## config.mk

```make
export PLATFORM = sky130hd
export DESIGN_NAME = instr_decode_top
export DESIGN_NICKNAME = d
export VERILOG_FILES = /design/src/decode_pkg.sv /design/src/inst_buffer.sv /design/src/inst_classifier.sv /design/src/imm_gen.sv /design/src/decode_stage.sv /design/src/out_queue.sv /design/src/instr_decode_top.sv
export VERILOG_INCLUDE_DIRS = /design/src
export SDC_FILE = /design/constraint.sdc
export NUM_CORES = 1
export LEC_CHECK = 0
export BUFFER_PORTS_ARGS = -buffer_cell sky130_fd_sc_hd__buf_2
export CORE_MARGIN = 10
export CORE_UTILIZATION = 54
export CTS_CLUSTER_SIZE = 30
export DETAILED_ROUTE_END_ITERATION = 12
export PLACE_DENSITY_LB_ADDON = 0.1
export SYNTH_ARGS = -nofsm -noshare
export SYNTH_HDL_FRONTEND = slang
export SYNTH_SLANG_ARGS = --single-unit
```

## constraint.sdc

```tcl
create_clock -name clk_i -period 9.6 [get_ports clk_i]
set_input_delay 0.96 -clock clk_i [delete_from_list [all_inputs] [get_ports clk_i]]
set_output_delay 0.96 -clock clk_i [all_outputs]
set_load 0.02 [all_outputs]
```

## src/decode_config.svh

```systemverilog
`ifndef DECODE_CONFIG_SVH
`define DECODE_CONFIG_SVH

// datapath widths
`define XLEN        32
`define REG_IDX_W   5

// buffering and credit counts
`define IN_DEPTH    4
`define OUT_DEPTH   4
`define OUT_CREDITS 2

// alu operation codes
`define ALU_OP_W    5
`define ALUOP_NONE  5'd0
`define ALUOP_ADD   5'd1
`define ALUOP_SUB   5'd2
`define ALUOP_XOR   5'd3
`define ALUOP_OR    5'd4
`define ALUOP_AND   5'd5
`define ALUOP_SLL   5'd6
`define ALUOP_SRL   5'd7
`define ALUOP_SRA   5'd8
`define ALUOP_SLT   5'd9
`define ALUOP_SLTU  5'd10
`define ALUOP_BEQ   5'd11
`define ALUOP_BNE   5'd12
`define ALUOP_BLT   5'd13
`define ALUOP_BGE   5'd14
`define ALUOP_BLTU  5'd15
`define ALUOP_BGEU  5'd16

// memory operation codes
`define MEM_OP_W    4
`define MEMOP_NONE  4'd0
`define MEMOP_LB    4'd1
`define MEMOP_LH    4'd2
`define MEMOP_LW    4'd3
`define MEMOP_LBU   4'd4
`define MEMOP_LHU   4'd5
`define MEMOP_SB    4'd6
`define MEMOP_SH    4'd7
`define MEMOP_SW    4'd8

// execute operation codes
`define EXC_OP_W     4
`define EXCOP_NONE   4'd0
`define EXCOP_LUI    4'd1
`define EXCOP_AUIPC  4'd2
`define EXCOP_JAL    4'd3
`define EXCOP_JALR   4'd4
`define EXCOP_BRANCH 4'd5
`define EXCOP_LOAD   4'd6
`define EXCOP_STORE  4'd7
`define EXCOP_OPIMM  4'd8
`define EXCOP_OPREG  4'd9
`define EXCOP_EBREAK 4'd10

// trap bit positions
`define TRAP_W       4
`define TRAP_ILLEGAL 0
`define TRAP_ECALL   1
`define TRAP_EBREAK  2
`define TRAP_MRET    3

`endif

```

## src/decode_pkg.sv

```systemverilog
`include "decode_config.svh"

package decode_pkg;

  // plain vectors with a meaning
  typedef logic [`XLEN-1:0]      xlen_t;
  typedef logic [`XLEN-1:0]      inst_t;
  typedef logic [`REG_IDX_W-1:0] reg_idx_t;
  typedef logic [`ALU_OP_W-1:0]  alu_op_t;
  typedef logic [`MEM_OP_W-1:0]  mem_op_t;
  typedef logic [`EXC_OP_W-1:0]  exc_op_t;
  typedef logic [`TRAP_W-1:0]    trap_vec_t;

  // what fetch hands over
  typedef struct packed {
    xlen_t pc;
    inst_t inst;
  } fetch_pkt_t;

  // what execute receives
  typedef struct packed {
    xlen_t     pc;
    reg_idx_t  rs1_idx;
    reg_idx_t  rs2_idx;
    reg_idx_t  rd_idx;
    xlen_t     imm;
    alu_op_t   alu_op;
    mem_op_t   mem_op;
    exc_op_t   exc_op;
    trap_vec_t trap;
    logic      ras_push;
    xlen_t     ras_ret_addr;
  } decoded_pkt_t;

  // instruction format flags, at most one set
  typedef struct packed {
    logic r;
    logic i;
    logic s;
    logic b;
    logic u;
    logic j;
  } fmt_t;

endpackage

```

## src/inst_buffer.sv

```systemverilog
`include "decode_config.svh"

module inst_buffer (
  input  logic                   clk_i,
  input  logic                   arst_n_i,
  input  logic                   push_valid_i,
  input  decode_pkg::fetch_pkt_t push_pkt_i,
  output logic                   pop_valid_o,
  output decode_pkg::fetch_pkt_t pop_pkt_o,
  input  logic                   pop_ready_i,
  output logic                   credit_o
);
  import decode_pkg::*;

  localparam int PTR_W = (`IN_DEPTH > 1) ? $clog2(`IN_DEPTH) : 1;
  localparam int CNT_W = $clog2(`IN_DEPTH + 1);

  fetch_pkt_t       mem_q [`IN_DEPTH];
  logic [PTR_W-1:0] wr_ptr_q;
  logic [PTR_W-1:0] rd_ptr_q;
  logic [CNT_W-1:0] count_q;
  logic             full;
  logic             push_en;
  logic             pop_en;

  assign full    = (count_q == CNT_W'(`IN_DEPTH));
  assign push_en = push_valid_i && !full;
  assign pop_en  = pop_valid_o && pop_ready_i;

  // head is visible one cycle after the write
  assign pop_valid_o = (count_q != '0);
  assign pop_pkt_o   = mem_q[rd_ptr_q];

  // one credit back to fetch per freed slot
  assign credit_o = pop_en;

  always_ff @(posedge clk_i) begin
    if (push_en) begin
      mem_q[wr_ptr_q] <= push_pkt_i;
    end
  end

  always_ff @(posedge clk_i or negedge arst_n_i) begin
    if (!arst_n_i) begin
      wr_ptr_q <= '0;
      rd_ptr_q <= '0;
      count_q  <= '0;
    end else begin
      if (push_en) begin
        wr_ptr_q <= (wr_ptr_q == PTR_W'(`IN_DEPTH - 1)) ? '0 : wr_ptr_q + 1'b1;
      end
      if (pop_en) begin
        rd_ptr_q <= (rd_ptr_q == PTR_W'(`IN_DEPTH - 1)) ? '0 : rd_ptr_q + 1'b1;
      end
      case ({push_en, pop_en})
        2'b10:   count_q <= count_q + 1'b1;
        2'b01:   count_q <= count_q - 1'b1;
        default: count_q <= count_q;
      endcase
    end
  end

endmodule

```

## src/inst_classifier.sv

```systemverilog
`include "decode_config.svh"

module inst_classifier (
  input  decode_pkg::inst_t   inst_i,
  output decode_pkg::fmt_t    fmt_o,
  output decode_pkg::alu_op_t alu_op_o,
  output decode_pkg::mem_op_t mem_op_o,
  output decode_pkg::exc_op_t exc_op_o,
  output logic                is_jal_o,
  output logic                is_jalr_o,
  output logic                is_ecall_o,
  output logic                is_ebreak_o,
  output logic                is_mret_o,
  output logic                illegal_o
);
  import decode_pkg::*;

  // rv32i major opcodes
  localparam logic [6:0] OPC_LUI    = 7'b0110111;
  localparam logic [6:0] OPC_AUIPC  = 7'b0010111;
  localparam logic [6:0] OPC_JAL    = 7'b1101111;
  localparam logic [6:0] OPC_JALR   = 7'b1100111;
  localparam logic [6:0] OPC_BRANCH = 7'b1100011;
  localparam logic [6:0] OPC_LOAD   = 7'b0000011;
  localparam logic [6:0] OPC_STORE  = 7'b0100011;
  localparam logic [6:0] OPC_OPIMM  = 7'b0010011;
  localparam logic [6:0] OPC_OP     = 7'b0110011;

  // system words match on all 32 bits
  localparam inst_t ECALL_WORD  = 32'h0000_0073;
  localparam inst_t EBREAK_WORD = 32'h0010_0073;
  localparam inst_t MRET_WORD   = 32'h3020_0073;

  logic [6:0] opcode;
  logic [2:0] funct3;
  logic [6:0] funct7;
  logic       is_lui;
  logic       is_auipc;
  logic       is_branch;
  logic       is_load;
  logic       is_store;
  logic       is_opimm;
  logic       is_opreg;
  logic       is_system;
  logic       shamt_ok;
  logic       reg_f7_ok;

  assign opcode = inst_i[6:0];
  assign funct3 = inst_i[14:12];
  assign funct7 = inst_i[31:25];

  // immediate shifts keep funct7 in the upper imm bits
  always_comb begin
    case (funct3)
      3'b001:  shamt_ok = (funct7 == 7'b0000000);
      3'b101:  shamt_ok = (funct7 == 7'b0000000) || (funct7 == 7'b0100000);
      default: shamt_ok = 1'b1;
    endcase
  end

  // only add/sub and srl/sra have the alternate funct7
  assign reg_f7_ok = (funct7 == 7'b0000000) ||
                     ((funct7 == 7'b0100000) && (funct3 == 3'b000 || funct3 == 3'b101));

  assign is_lui    = (opcode == OPC_LUI);
  assign is_auipc  = (opcode == OPC_AUIPC);
  assign is_jal_o  = (opcode == OPC_JAL);
  assign is_jalr_o = (opcode == OPC_JALR) && (funct3 == 3'b000);
  assign is_branch = (opcode == OPC_BRANCH) && (funct3 != 3'b010) && (funct3 != 3'b011);
  assign is_load   = (opcode == OPC_LOAD) &&
                     (funct3 inside {3'b000, 3'b001, 3'b010, 3'b100, 3'b101});
  assign is_store  = (opcode == OPC_STORE) && (funct3 inside {3'b000, 3'b001, 3'b010});
  assign is_opimm  = (opcode == OPC_OPIMM) && shamt_ok;
  assign is_opreg  = (opcode == OPC_OP) && reg_f7_ok;

  assign is_ecall_o  = (inst_i == ECALL_WORD);
  assign is_ebreak_o = (inst_i == EBREAK_WORD);
  assign is_mret_o   = (inst_i == MRET_WORD);
  assign is_system   = is_ecall_o | is_ebreak_o | is_mret_o;

  assign fmt_o.r = is_opreg;
  assign fmt_o.i = is_load | is_opimm | is_jalr_o | is_system;
  assign fmt_o.s = is_store;
  assign fmt_o.b = is_branch;
  assign fmt_o.u = is_lui | is_auipc;
  assign fmt_o.j = is_jal_o;

  assign illegal_o = ~(fmt_o.r | fmt_o.i | fmt_o.s | fmt_o.b | fmt_o.u | fmt_o.j);

  always_comb begin
    alu_op_o = `ALUOP_NONE;
    if (is_lui | is_auipc | is_jal_o | is_jalr_o | is_load | is_store) begin
      alu_op_o = `ALUOP_ADD;
    end else if (is_opimm | is_opreg) begin
      case (funct3)
        // funct7 bit 5 selects sub only in the register form
        3'b000:  alu_op_o = (is_opreg && funct7[5]) ? `ALUOP_SUB : `ALUOP_ADD;
        3'b001:  alu_op_o = `ALUOP_SLL;
        3'b010:  alu_op_o = `ALUOP_SLT;
        3'b011:  alu_op_o = `ALUOP_SLTU;
        3'b100:  alu_op_o = `ALUOP_XOR;
        3'b101:  alu_op_o = funct7[5] ? `ALUOP_SRA : `ALUOP_SRL;
        3'b110:  alu_op_o = `ALUOP_OR;
        default: alu_op_o = `ALUOP_AND;
      endcase
    end else if (is_branch) begin
      case (funct3)
        3'b000:  alu_op_o = `ALUOP_BEQ;
        3'b001:  alu_op_o = `ALUOP_BNE;
        3'b100:  alu_op_o = `ALUOP_BLT;
        3'b101:  alu_op_o = `ALUOP_BGE;
        3'b110:  alu_op_o = `ALUOP_BLTU;
        default: alu_op_o = `ALUOP_BGEU;
      endcase
    end
  end

  always_comb begin
    mem_op_o = `MEMOP_NONE;
    if (is_load) begin
      case (funct3)
        3'b000:  mem_op_o = `MEMOP_LB;
        3'b001:  mem_op_o = `MEMOP_LH;
        3'b010:  mem_op_o = `MEMOP_LW;
        3'b100:  mem_op_o = `MEMOP_LBU;
        default: mem_op_o = `MEMOP_LHU;
      endcase
    end else if (is_store) begin
      case (funct3)
        3'b000:  mem_op_o = `MEMOP_SB;
        3'b001:  mem_op_o = `MEMOP_SH;
        default: mem_op_o = `MEMOP_SW;
      endcase
    end
  end

  // ecall and mret leave the execute op at none
  always_comb begin
    if (is_lui)              exc_op_o = `EXCOP_LUI;
    else if (is_auipc)       exc_op_o = `EXCOP_AUIPC;
    else if (is_jal_o)       exc_op_o = `EXCOP_JAL;
    else if (is_jalr_o)      exc_op_o = `EXCOP_JALR;
    else if (is_branch)      exc_op_o = `EXCOP_BRANCH;
    else if (is_load)        exc_op_o = `EXCOP_LOAD;
    else if (is_store)       exc_op_o = `EXCOP_STORE;
    else if (is_opimm)       exc_op_o = `EXCOP_OPIMM;
    else if (is_opreg)       exc_op_o = `EXCOP_OPREG;
    else if (is_ebreak_o)    exc_op_o = `EXCOP_EBREAK;
    else                     exc_op_o = `EXCOP_NONE;
  end

endmodule

```

## src/imm_gen.sv

```systemverilog
`include "decode_config.svh"

module imm_gen (
  input  decode_pkg::inst_t inst_i,
  input  decode_pkg::fmt_t  fmt_i,
  output decode_pkg::xlen_t imm_o
);
  import decode_pkg::*;

  xlen_t imm_i_type;
  xlen_t imm_s_type;
  xlen_t imm_b_type;
  xlen_t imm_u_type;
  xlen_t imm_j_type;

  assign imm_i_type = {{(`XLEN-12){inst_i[31]}}, inst_i[31:20]};
  assign imm_s_type = {{(`XLEN-12){inst_i[31]}}, inst_i[31:25], inst_i[11:7]};
  // branch and jump offsets are halfword aligned
  assign imm_b_type = {{(`XLEN-13){inst_i[31]}}, inst_i[31], inst_i[7],
                       inst_i[30:25], inst_i[11:8], 1'b0};
  assign imm_j_type = {{(`XLEN-21){inst_i[31]}}, inst_i[31], inst_i[19:12],
                       inst_i[20], inst_i[30:21], 1'b0};
  assign imm_u_type = {inst_i[31:12], 12'b0};

  // r-type and illegal words carry no immediate
  always_comb begin
    if (fmt_i.i)      imm_o = imm_i_type;
    else if (fmt_i.s) imm_o = imm_s_type;
    else if (fmt_i.b) imm_o = imm_b_type;
    else if (fmt_i.u) imm_o = imm_u_type;
    else if (fmt_i.j) imm_o = imm_j_type;
    else              imm_o = '0;
  end

endmodule

```

## src/decode_stage.sv

```systemverilog
`include "decode_config.svh"

module decode_stage (
  input  logic                     clk_i,
  input  logic                     arst_n_i,
  input  logic                     in_valid_i,
  input  decode_pkg::fetch_pkt_t   in_pkt_i,
  output logic                     in_ready_o,
  output logic                     out_valid_o,
  output decode_pkg::decoded_pkt_t out_pkt_o,
  input  logic                     out_ready_i
);
  import decode_pkg::*;

  fmt_t         fmt;
  alu_op_t      alu_op;
  mem_op_t      mem_op;
  exc_op_t      exc_op;
  xlen_t        imm;
  logic         is_jal;
  logic         is_jalr;
  logic         is_ecall;
  logic         is_ebreak;
  logic         is_mret;
  logic         illegal;
  reg_idx_t     rs1_field;
  reg_idx_t     rs2_field;
  reg_idx_t     rd_field;
  decoded_pkt_t dec_d;
  decoded_pkt_t pkt_q;
  logic         valid_q;
  logic         take;

  inst_classifier u_classifier (
    .inst_i      (in_pkt_i.inst),
    .fmt_o       (fmt),
    .alu_op_o    (alu_op),
    .mem_op_o    (mem_op),
    .exc_op_o    (exc_op),
    .is_jal_o    (is_jal),
    .is_jalr_o   (is_jalr),
    .is_ecall_o  (is_ecall),
    .is_ebreak_o (is_ebreak),
    .is_mret_o   (is_mret),
    .illegal_o   (illegal)
  );

  imm_gen u_imm_gen (
    .inst_i (in_pkt_i.inst),
    .fmt_i  (fmt),
    .imm_o  (imm)
  );

  assign rs1_field = in_pkt_i.inst[19:15];
  assign rs2_field = in_pkt_i.inst[24:20];
  assign rd_field  = in_pkt_i.inst[11:7];

  always_comb begin
    dec_d              = '0;
    dec_d.pc           = in_pkt_i.pc;
    // indices the format does not use read as x0
    dec_d.rs1_idx      = (fmt.r | fmt.i | fmt.s | fmt.b) ? rs1_field : '0;
    dec_d.rs2_idx      = (fmt.r | fmt.s | fmt.b) ? rs2_field : '0;
    dec_d.rd_idx       = (fmt.r | fmt.i | fmt.u | fmt.j) ? rd_field : '0;
    dec_d.imm          = imm;
    dec_d.alu_op       = alu_op;
    dec_d.mem_op       = mem_op;
    dec_d.exc_op       = exc_op;
    dec_d.trap[`TRAP_ILLEGAL] = illegal;
    dec_d.trap[`TRAP_ECALL]   = is_ecall;
    dec_d.trap[`TRAP_EBREAK]  = is_ebreak;
    dec_d.trap[`TRAP_MRET]    = is_mret;
    // a call links through a nonzero rd
    dec_d.ras_push     = is_jal | (is_jalr & (rd_field != '0));
    dec_d.ras_ret_addr = in_pkt_i.pc + xlen_t'(4);
  end

  // refill when empty or when the held packet leaves
  assign in_ready_o = ~valid_q | out_ready_i;
  assign take       = in_valid_i & in_ready_o;

  always_ff @(posedge clk_i or negedge arst_n_i) begin
    if (!arst_n_i) begin
      valid_q <= 1'b0;
    end else if (in_ready_o) begin
      valid_q <= in_valid_i;
    end
  end

  always_ff @(posedge clk_i) begin
    if (take) begin
      pkt_q <= dec_d;
    end
  end

  assign out_valid_o = valid_q;
  assign out_pkt_o   = pkt_q;

endmodule

```

## src/out_queue.sv

```systemverilog
`include "decode_config.svh"

module out_queue (
  input  logic                     clk_i,
  input  logic                     arst_n_i,
  input  logic                     in_valid_i,
  input  decode_pkg::decoded_pkt_t in_pkt_i,
  output logic                     in_ready_o,
  input  logic                     credit_i,
  output logic                     dec_valid_o,
  output decode_pkg::decoded_pkt_t dec_pkt_o
);
  import decode_pkg::*;

  localparam int PTR_W  = (`OUT_DEPTH > 1) ? $clog2(`OUT_DEPTH) : 1;
  localparam int CNT_W  = $clog2(`OUT_DEPTH + 1);
  localparam int CRED_W = $clog2(`OUT_CREDITS + 1);

  decoded_pkt_t      mem_q [`OUT_DEPTH];
  logic [PTR_W-1:0]  wr_ptr_q;
  logic [PTR_W-1:0]  rd_ptr_q;
  logic [CNT_W-1:0]  count_q;
  logic [CRED_W-1:0] credit_q;
  logic              full;
  logic              push_en;
  logic              send;

  assign full       = (count_q == CNT_W'(`OUT_DEPTH));
  assign in_ready_o = ~full;
  assign push_en    = in_valid_i & in_ready_o;

  // a packet goes out only against a held credit
  assign send        = (count_q != '0) && (credit_q != '0);
  assign dec_valid_o = send;
  assign dec_pkt_o   = mem_q[rd_ptr_q];

  always_ff @(posedge clk_i) begin
    if (push_en) begin
      mem_q[wr_ptr_q] <= in_pkt_i;
    end
  end

  always_ff @(posedge clk_i or negedge arst_n_i) begin
    if (!arst_n_i) begin
      wr_ptr_q <= '0;
      rd_ptr_q <= '0;
      count_q  <= '0;
      credit_q <= CRED_W'(`OUT_CREDITS);
    end else begin
      if (push_en) begin
        wr_ptr_q <= (wr_ptr_q == PTR_W'(`OUT_DEPTH - 1)) ? '0 : wr_ptr_q + 1'b1;
      end
      if (send) begin
        rd_ptr_q <= (rd_ptr_q == PTR_W'(`OUT_DEPTH - 1)) ? '0 : rd_ptr_q + 1'b1;
      end
      case ({push_en, send})
        2'b10:   count_q <= count_q + 1'b1;
        2'b01:   count_q <= count_q - 1'b1;
        default: count_q <= count_q;
      endcase
      // return and spend in one cycle cancel out
      case ({credit_i, send})
        2'b10:   credit_q <= credit_q + 1'b1;
        2'b01:   credit_q <= credit_q - 1'b1;
        default: credit_q <= credit_q;
      endcase
    end
  end

endmodule

```

## src/instr_decode_top.sv

```systemverilog
`include "decode_config.svh"

module instr_decode_top (
  input  logic                     clk_i,
  input  logic                     arst_n_i,
  input  logic                     fetch_valid_i,
  input  decode_pkg::fetch_pkt_t   fetch_pkt_i,
  output logic                     fetch_credit_o,
  output logic                     dec_valid_o,
  output decode_pkg::decoded_pkt_t dec_pkt_o,
  input  logic                     dec_credit_i
);
  import decode_pkg::*;

  // buffer to decode
  logic         buf_valid;
  logic         buf_ready;
  fetch_pkt_t   buf_pkt;
  // decode to output queue
  logic         stg_valid;
  logic         stg_ready;
  decoded_pkt_t stg_pkt;

  inst_buffer u_inst_buffer (
    .clk_i        (clk_i),
    .arst_n_i     (arst_n_i),
    .push_valid_i (fetch_valid_i),
    .push_pkt_i   (fetch_pkt_i),
    .pop_valid_o  (buf_valid),
    .pop_pkt_o    (buf_pkt),
    .pop_ready_i  (buf_ready),
    .credit_o     (fetch_credit_o)
  );

  decode_stage u_decode_stage (
    .clk_i       (clk_i),
    .arst_n_i    (arst_n_i),
    .in_valid_i  (buf_valid),
    .in_pkt_i    (buf_pkt),
    .in_ready_o  (buf_ready),
    .out_valid_o (stg_valid),
    .out_pkt_o   (stg_pkt),
    .out_ready_i (stg_ready)
  );

  out_queue u_out_queue (
    .clk_i       (clk_i),
    .arst_n_i    (arst_n_i),
    .in_valid_i  (stg_valid),
    .in_pkt_i    (stg_pkt),
    .in_ready_o  (stg_ready),
    .credit_i    (dec_credit_i),
    .dec_valid_o (dec_valid_o),
    .dec_pkt_o   (dec_pkt_o)
  );

endmodule

```

**Word level (Yosys, flattened, before mapping)**

Memory sizes are Yosys's and may differ from the RTL's.
Cells that the tools add are included.

- Bits in registers: 146
- RAM bits: 772
- Output and inout port bits: 131
- Word-level logic and storage cells: 160
- Memories: 2

- Add/sub/neg operators: 11
- Eq/ne operators: 33
- Muxes and demuxes: 36
- Bitwise logic cells: 28
- Reduce and logical (&&, ||, !) cells: 29

Memories:

| name | depth | bits a word | rd ports | clocked after memory_dff | wr ports | line | RTL |
|---|---|---|---|---|---|---|---|
| u_out_queue.mem_q | 4 | 129 | 1 | 0 | 1 | out_queue.sv:19 | `` decoded_pkt_t mem_q [`OUT_DEPTH]; `` |
| u_inst_buffer.mem_q | 4 | 64 | 1 | 0 | 1 | inst_buffer.sv:18 | `` fetch_pkt_t mem_q [`IN_DEPTH]; `` |

Operator list:

| cell | number |
|---|---|
| $mux W32 | 5 |
| $add A32 B3 Y32 const B | 1 |
| $eq A32 B21 Y1 const B | 1 |
| $eq A32 B30 Y1 const B | 1 |
| $eq A32 B7 Y1 const B | 1 |
| $eq A7 B6 Y1 const B | 4 |
| $pmux W4 S7 | 1 |
| $pmux W5 S5 | 1 |
| $mux W4 | 6 |
| $or A1 B1 Y1 | 22 |
| $eq A7 B7 Y1 const B | 3 |
| $eq A3 B3 Y1 const B | 5 |
| $eq A2 B2 Y1 const B | 7 |
| $eq A7 B5 Y1 const B | 2 |
| $mux W2 | 7 |
| $logic_and A1 B1 Y1 | 12 |
| $mux W3 | 4 |
| $pmux W3 S2 | 2 |
| $pmux W3 S4 | 1 |
| $add A2 B1 Y2 const B | 5 |
| $mux W5 | 2 |
| $reduce_bool A5 Y1 | 2 |
| $reduce_bool A3 Y1 | 3 |
| $pmux W4 S2 | 1 |
| 20 further kinds | 38 |

**Logic depth before layout (Yosys ltp)**

An unclocked memory read counts as a cell.

- Depth in word-level cells: 14
- Depth in mapped cells: 11
- Depth with buffers taken out: 10

**Modules after synthesis**

From an unflattened synthesis, not the netlist that was laid out.

- Cells, all modules: 1525
- Area total of the unflattened synthesis: 34560.6 µm²

By module, submodules not included:

| module | instances | cells an instance | area each (µm²) | sequential area each (µm²) |
|---|---|---|---|---|
| out_queue | 1 | 722 | 19157.1 | 15721.3 |
| inst_buffer | 1 | 374 | 9668.0 | 7862.5 |
| decode_stage | 1 | 240 | 4613.2 | 3838.7 |
| inst_classifier | 1 | 123 | 759.5 | 0.0 |
| imm_gen | 1 | 66 | 362.8 | 0.0 |

**Worst setup path before layout**

Ideal clock, no wire load.

- Path type: reg2reg
- Start: register u_decode_stage.valid_q, in the netlist u_decode_stage.out_valid_o
- End: register u_inst_buffer.count_q[2]
- Library setup time: 79 ps
- Data arrival time: 9642 ps
- Required time: 9521 ps
- Setup slack: -121 ps
- Stages on the path, launching flop included: 8
- Buffers on the path: 0
- Period minus slack after synthesis: 9721 ps
- Cells stage by stage: dfrtp_1 a31oi_1 ha_1 inv_1 fa_1 xor2_1 nor2_1 xor2_1

- Cells in the longest elaborated chain, start to end: 5
- Elaborated cells on any way between the ends: 7
- Those cells by class: 2 x eq/ne; 1 x mux; 2 x bitwise; 2 x reduce/logical

Ends and longest elaborated chain:

| what | line | RTL |
|---|---|---|
| start, declared | decode_stage.sv:31 | `logic valid_q;` |
| start signal, assigned | decode_stage.sv:86 | `valid_q <= in_valid_i;` |
| $not A1 Y1 (*) | decode_stage.sv:79 | `assign in_ready_o = ~valid_q \| out_ready_i;` |
| $or A1 B1 Y1 (*) | decode_stage.sv:79 |  |
| $logic_and A1 B1 Y1 (*) | inst_buffer.sv:28 | `assign pop_en = pop_valid_o && pop_ready_i;` |
| via fetch_credit_o | instr_decode_top.sv:8 | `output logic fetch_credit_o,` |
| $eq A2 B1 Y1 or $eq A2 B2 Y1 (tied branches) | inst_buffer.sv:55 | `case ({push_en, pop_en})` |
| $pmux W3 S2 or $reduce_bool A2 Y1 (tied branches) | -- |  |
| end signal, assigned | inst_buffer.sv:56 | `2'b10: count_q <= count_q + 1'b1;` |
| end signal, assigned | inst_buffer.sv:57 | `2'b01: count_q <= count_q - 1'b1;` |
| end signal, assigned | inst_buffer.sv:58 | `default: count_q <= count_q;` |
| end, declared | inst_buffer.sv:21 | `logic [CNT_W-1:0] count_q;` |

Mark *: on every way through the listed nets, which the timed path passes. The rest lies on a longest branch.
A chain may end at the register's enable or synchronous reset.

==> impl_metrics.env <==
export IMPL_grt_pass1_wl_mm=104
export IMPL_cts_resized=0
export IMPL_start_util_pct=54.7
export IMPL_vias=15506
export IMPL_outcome="completed"
export IMPL_syn_area_mm2=0.0339
export IMPL_synth_enable_flop_cells=891
export IMPL_grt_pass1_vias=15785
export IMPL_p_per_area_mw_per_mm2=387
export IMPL_yosys_warnings=0
export IMPL_clk_path_buf_depth=3
export IMPL_tritoncts="done"
export IMPL_cts_root_buf="clkbuf_16"
export IMPL_max_freq_mhz=231
export IMPL_ios=199
export IMPL_hold_path_class="in -> async"
export IMPL_crit_arrival_ns=4.64
export IMPL_die_width_um=271
export IMPL_netlist_instances=1506
export IMPL_ys_ff_latch=908
export IMPL_clk_transition_reported_paths_ns=0.06
export IMPL_cap_violations=0
export IMPL_path_delay_family="simple AND/OR/NAND/NOR gates"
export IMPL_antenna_found_initial=17
export IMPL_worstSkewPairLatency_ns=0.63
export IMPL_cp_slowest_cell="nor3_1"
export IMPL_gr_total_overflow=0
export IMPL_critPathLaunchType="flip-flop"
export IMPL_drt_first_pass_iters=5
export IMPL_slew_headroom_pct=27.9
export IMPL_nNetsFinal=1843
export IMPL_gp_congestion=0.855
export IMPL_path_max_fanout=41
export IMPL_slew_violations=0
export IMPL_hpwl_mm=42.7
export IMPL_grt_max_degree=98
export IMPL_leakage_nw=13.0
export IMPL_syn_num_nets=1590
export IMPL_synth_cell_types=59
export IMPL_htreeDepth=3
export IMPL_postCtsSetupRepairBufs=0
export IMPL_total_power_mw=15.0
export IMPL_cts_hold_buf=0
export IMPL_worst_pin_slew_ns=1.08
export IMPL_cts_sinks=908
export IMPL_rows=91
export IMPL_coreArea_mm2=0.0619
export IMPL_dieArea_mm2=0.0732
export IMPL_min_period_ns=4.33
export IMPL_worstSetupPathType="reg -> reg"
export IMPL_ys_seq_area_share_pct=80.2
export IMPL_via_per_inst=5.81
export IMPL_crit_buf_inv=1
export IMPL_final_setup_tns_ns=0
export IMPL_period_share_pct=45.1
export IMPL_fin_skew_ns=0.0230
export IMPL_first_iter_violations=1505
export IMPL_drcViolationCount=0
export IMPL_netlist_top_cells_area="edfxtp_1, mux4_2, dfrtp_1"
export IMPL_port_buffers=198
export IMPL_final_core_util_pct=62.5
export IMPL_cp_cell_sequence="buf_4 > mux4_2 > or2_2 > a21oi_1 > a22oi_1 > o211ai_4 > nor3_1 > nor2_1"
export IMPL_wl_per_cell_um=25.9
export IMPL_ir_drop_mv=0.231
export IMPL_ant_nets=0
export IMPL_rsz0062_at_grt="false"
export IMPL_yosysTopAreaCellShare_pct=78.9
export IMPL_grt_usage_pct=19.0
export IMPL_setup_viol=0
export IMPL_critPathCaptureType="flip-flop"
export IMPL_syn_area_per_cell_um2=22.5
export IMPL_die_y_um=271
export IMPL_async_flop_share_pct=1.87
export IMPL_required_ns=9.91
export IMPL_finalHoldViolCount=0
export IMPL_cts_made_buffers=90
export IMPL_drive_gt1_share_pct=30.3
export IMPL_synth_flop_cell="edfxtp_1"
export IMPL_area_delta_synth_final_pct=14.1
export IMPL_cpPeakStageDelay_ns=0.84
export IMPL_nFillCells=4351
export IMPL_yosys_area_top_type="edfxtp_1"
export IMPL_route_final_wire_length_mm=69.2
## metal layers
metal / vias to the layer above / share of wire [%] / wire length [um] / track usage, %
li1: 6718 / - / - / -
met1: 8182 / 44 / 30600 / 27.9
met2: 487 / 47 / 32500 / 28.7
met3: 101 / 7.1 / 4940 / 4.42
met4: 18 / 1.5 / 1030 / 4.70
met5: - / 0.18 / 126 / 0
## Yosys cell counts (4+ instances only)
cell / n
a21oi_1: 17
and2_1: 20
and3_1: 12
buf_1: 18
buf_2: 9
buf_4: 4
clkbuf_1: 21
dfrtp_1: 16
edfxtp_1: 891
ha_1: 14
inv_1: 23
mux2i_1: 5
mux4_2: 190
nand2_1: 64
nand2b_1: 8
nand3_1: 11
nand4_1: 10
nor2_1: 35
nor2b_1: 16
nor3_1: 13
o21ai_0: 13
or3_1: 6
xnor2_1: 26
xor2_1: 14
## where the power goes
part | switching, mW | internal, mW
Combinational | 2.91 | 1.66
Clock | 1.39 | 1.93
Sequential | 0.645 | 6.43
Total | 4.95 | 10.0
## registers in the layout (all words and copies together), names as in the netlist
register                    flops
u_out_queue.rd_ptr_q            2
u_inst_buffer.rd_ptr_q          2
u_out_queue.wr_ptr_q            2
u_inst_buffer.mem_q           256
u_decode_stage.out_valid_o      1
u_out_queue.count_q             3
u_decode_stage.out_pkt_o      127
u_out_queue.credit_q            2
u_inst_buffer.wr_ptr_q          2
u_inst_buffer.count_q           3
u_out_queue.mem_q             508
## kinds of logic (layout without fill, tap and decap cells)
group           Yosys count  after routing  share of synthesized area, %
mux                     198            198                          12.9
xor+xnor                 40             40                          1.03
compound gates           52             52                         0.997
other cells               0              6                             0
flops                   908            908                          80.2
buf+inv                  79            399                          1.06
fa+ha+maj                16             16                         0.635
simple gates            213            213                          3.20
## cells in the final DEF (no fill, tap or decap), types with 11 or more instances in the layout
master / Yosys / final
clkbuf_16: 0 / 95
nand2_1: 64 / 64
clkinv_2: 0 / 12
a21oi_1: 17 / 17
buf_4: 4 / 18
buf_2: 9 / 198
o21ai_0: 13 / 13
ha_1: 14 / 14
mux4_2: 190 / 190
nor2_1: 35 / 35
nor2b_1: 16 / 16
nor3_1: 13 / 13
clkbuf_1: 21 / 26
edfxtp_1: 891 / 891
xor2_1: 14 / 14
inv_1: 23 / 23
and2_1: 20 / 16
dfrtp_1: 16 / 12
nand3_1: 11 / 11
xnor2_1: 26 / 26
## per-stage QoR
| stage | setup slack (ns) | instances | hold WS [ns] | cell area [um2] |
|---|---|---|---|---|
| 3_5_place_dp | 5.30 | 2504 | 0.482 | 35900 |
| 6_report | 5.27 | 2669 | 0.256 | 38700 |
| 2_1_floorplan | 3.40 | 1506 | 0.459 | 33900 |
| 3_3_place_gp | 5.45 | 2504 | 0.466 | 35900 |
| 4_1_cts | 5.26 | 2663 | 0.225 | 38700 |
| 5_1_grt | 4.95 | 2663 | 0.255 | 38700 |
## layout make-up
cell class | count | area, um2 | share of cell area [%]
Clock buffer | 127 | 2560 | 6.61
Clock inverter | 32 | 244 | 0.631
Antenna cell | 6 | 15.0 | 0.0388
Sequential cell | 908 | 27200 | 70.3
Tap cell | 837 | 1050 | 2.71
Multi-Input combinational cell | 519 | 6390 | 16.5
Inverter | 23 | 86.3 | 0.223
Timing Repair Buffer | 217 | 1150 | 2.96
## final timing paths
path | cells past startpoint | slack [ns] | end | startpoint
min reg2reg | 0 | 0.49 | u_out_queue.mem_q[1][122] | u_decode_stage.out_pkt_o[122]
max in group asynchronous | 1 | 9.01 | u_out_queue.rd_ptr_q[1] | arst_n_i
min | 1 | 0.26 | u_inst_buffer.count_q[2] | arst_n_i
max | 8 | 5.27 | u_decode_stage.out_pkt_o[53] | u_inst_buffer.rd_ptr_q[1]
min in group clk_i | 0 | 0.49 | u_out_queue.mem_q[1][122] | u_decode_stage.out_pkt_o[122]
max reg2reg | 8 | 5.27 | u_decode_stage.out_pkt_o[53] | u_inst_buffer.rd_ptr_q[1]
Power figures use the tool's default switching activity.
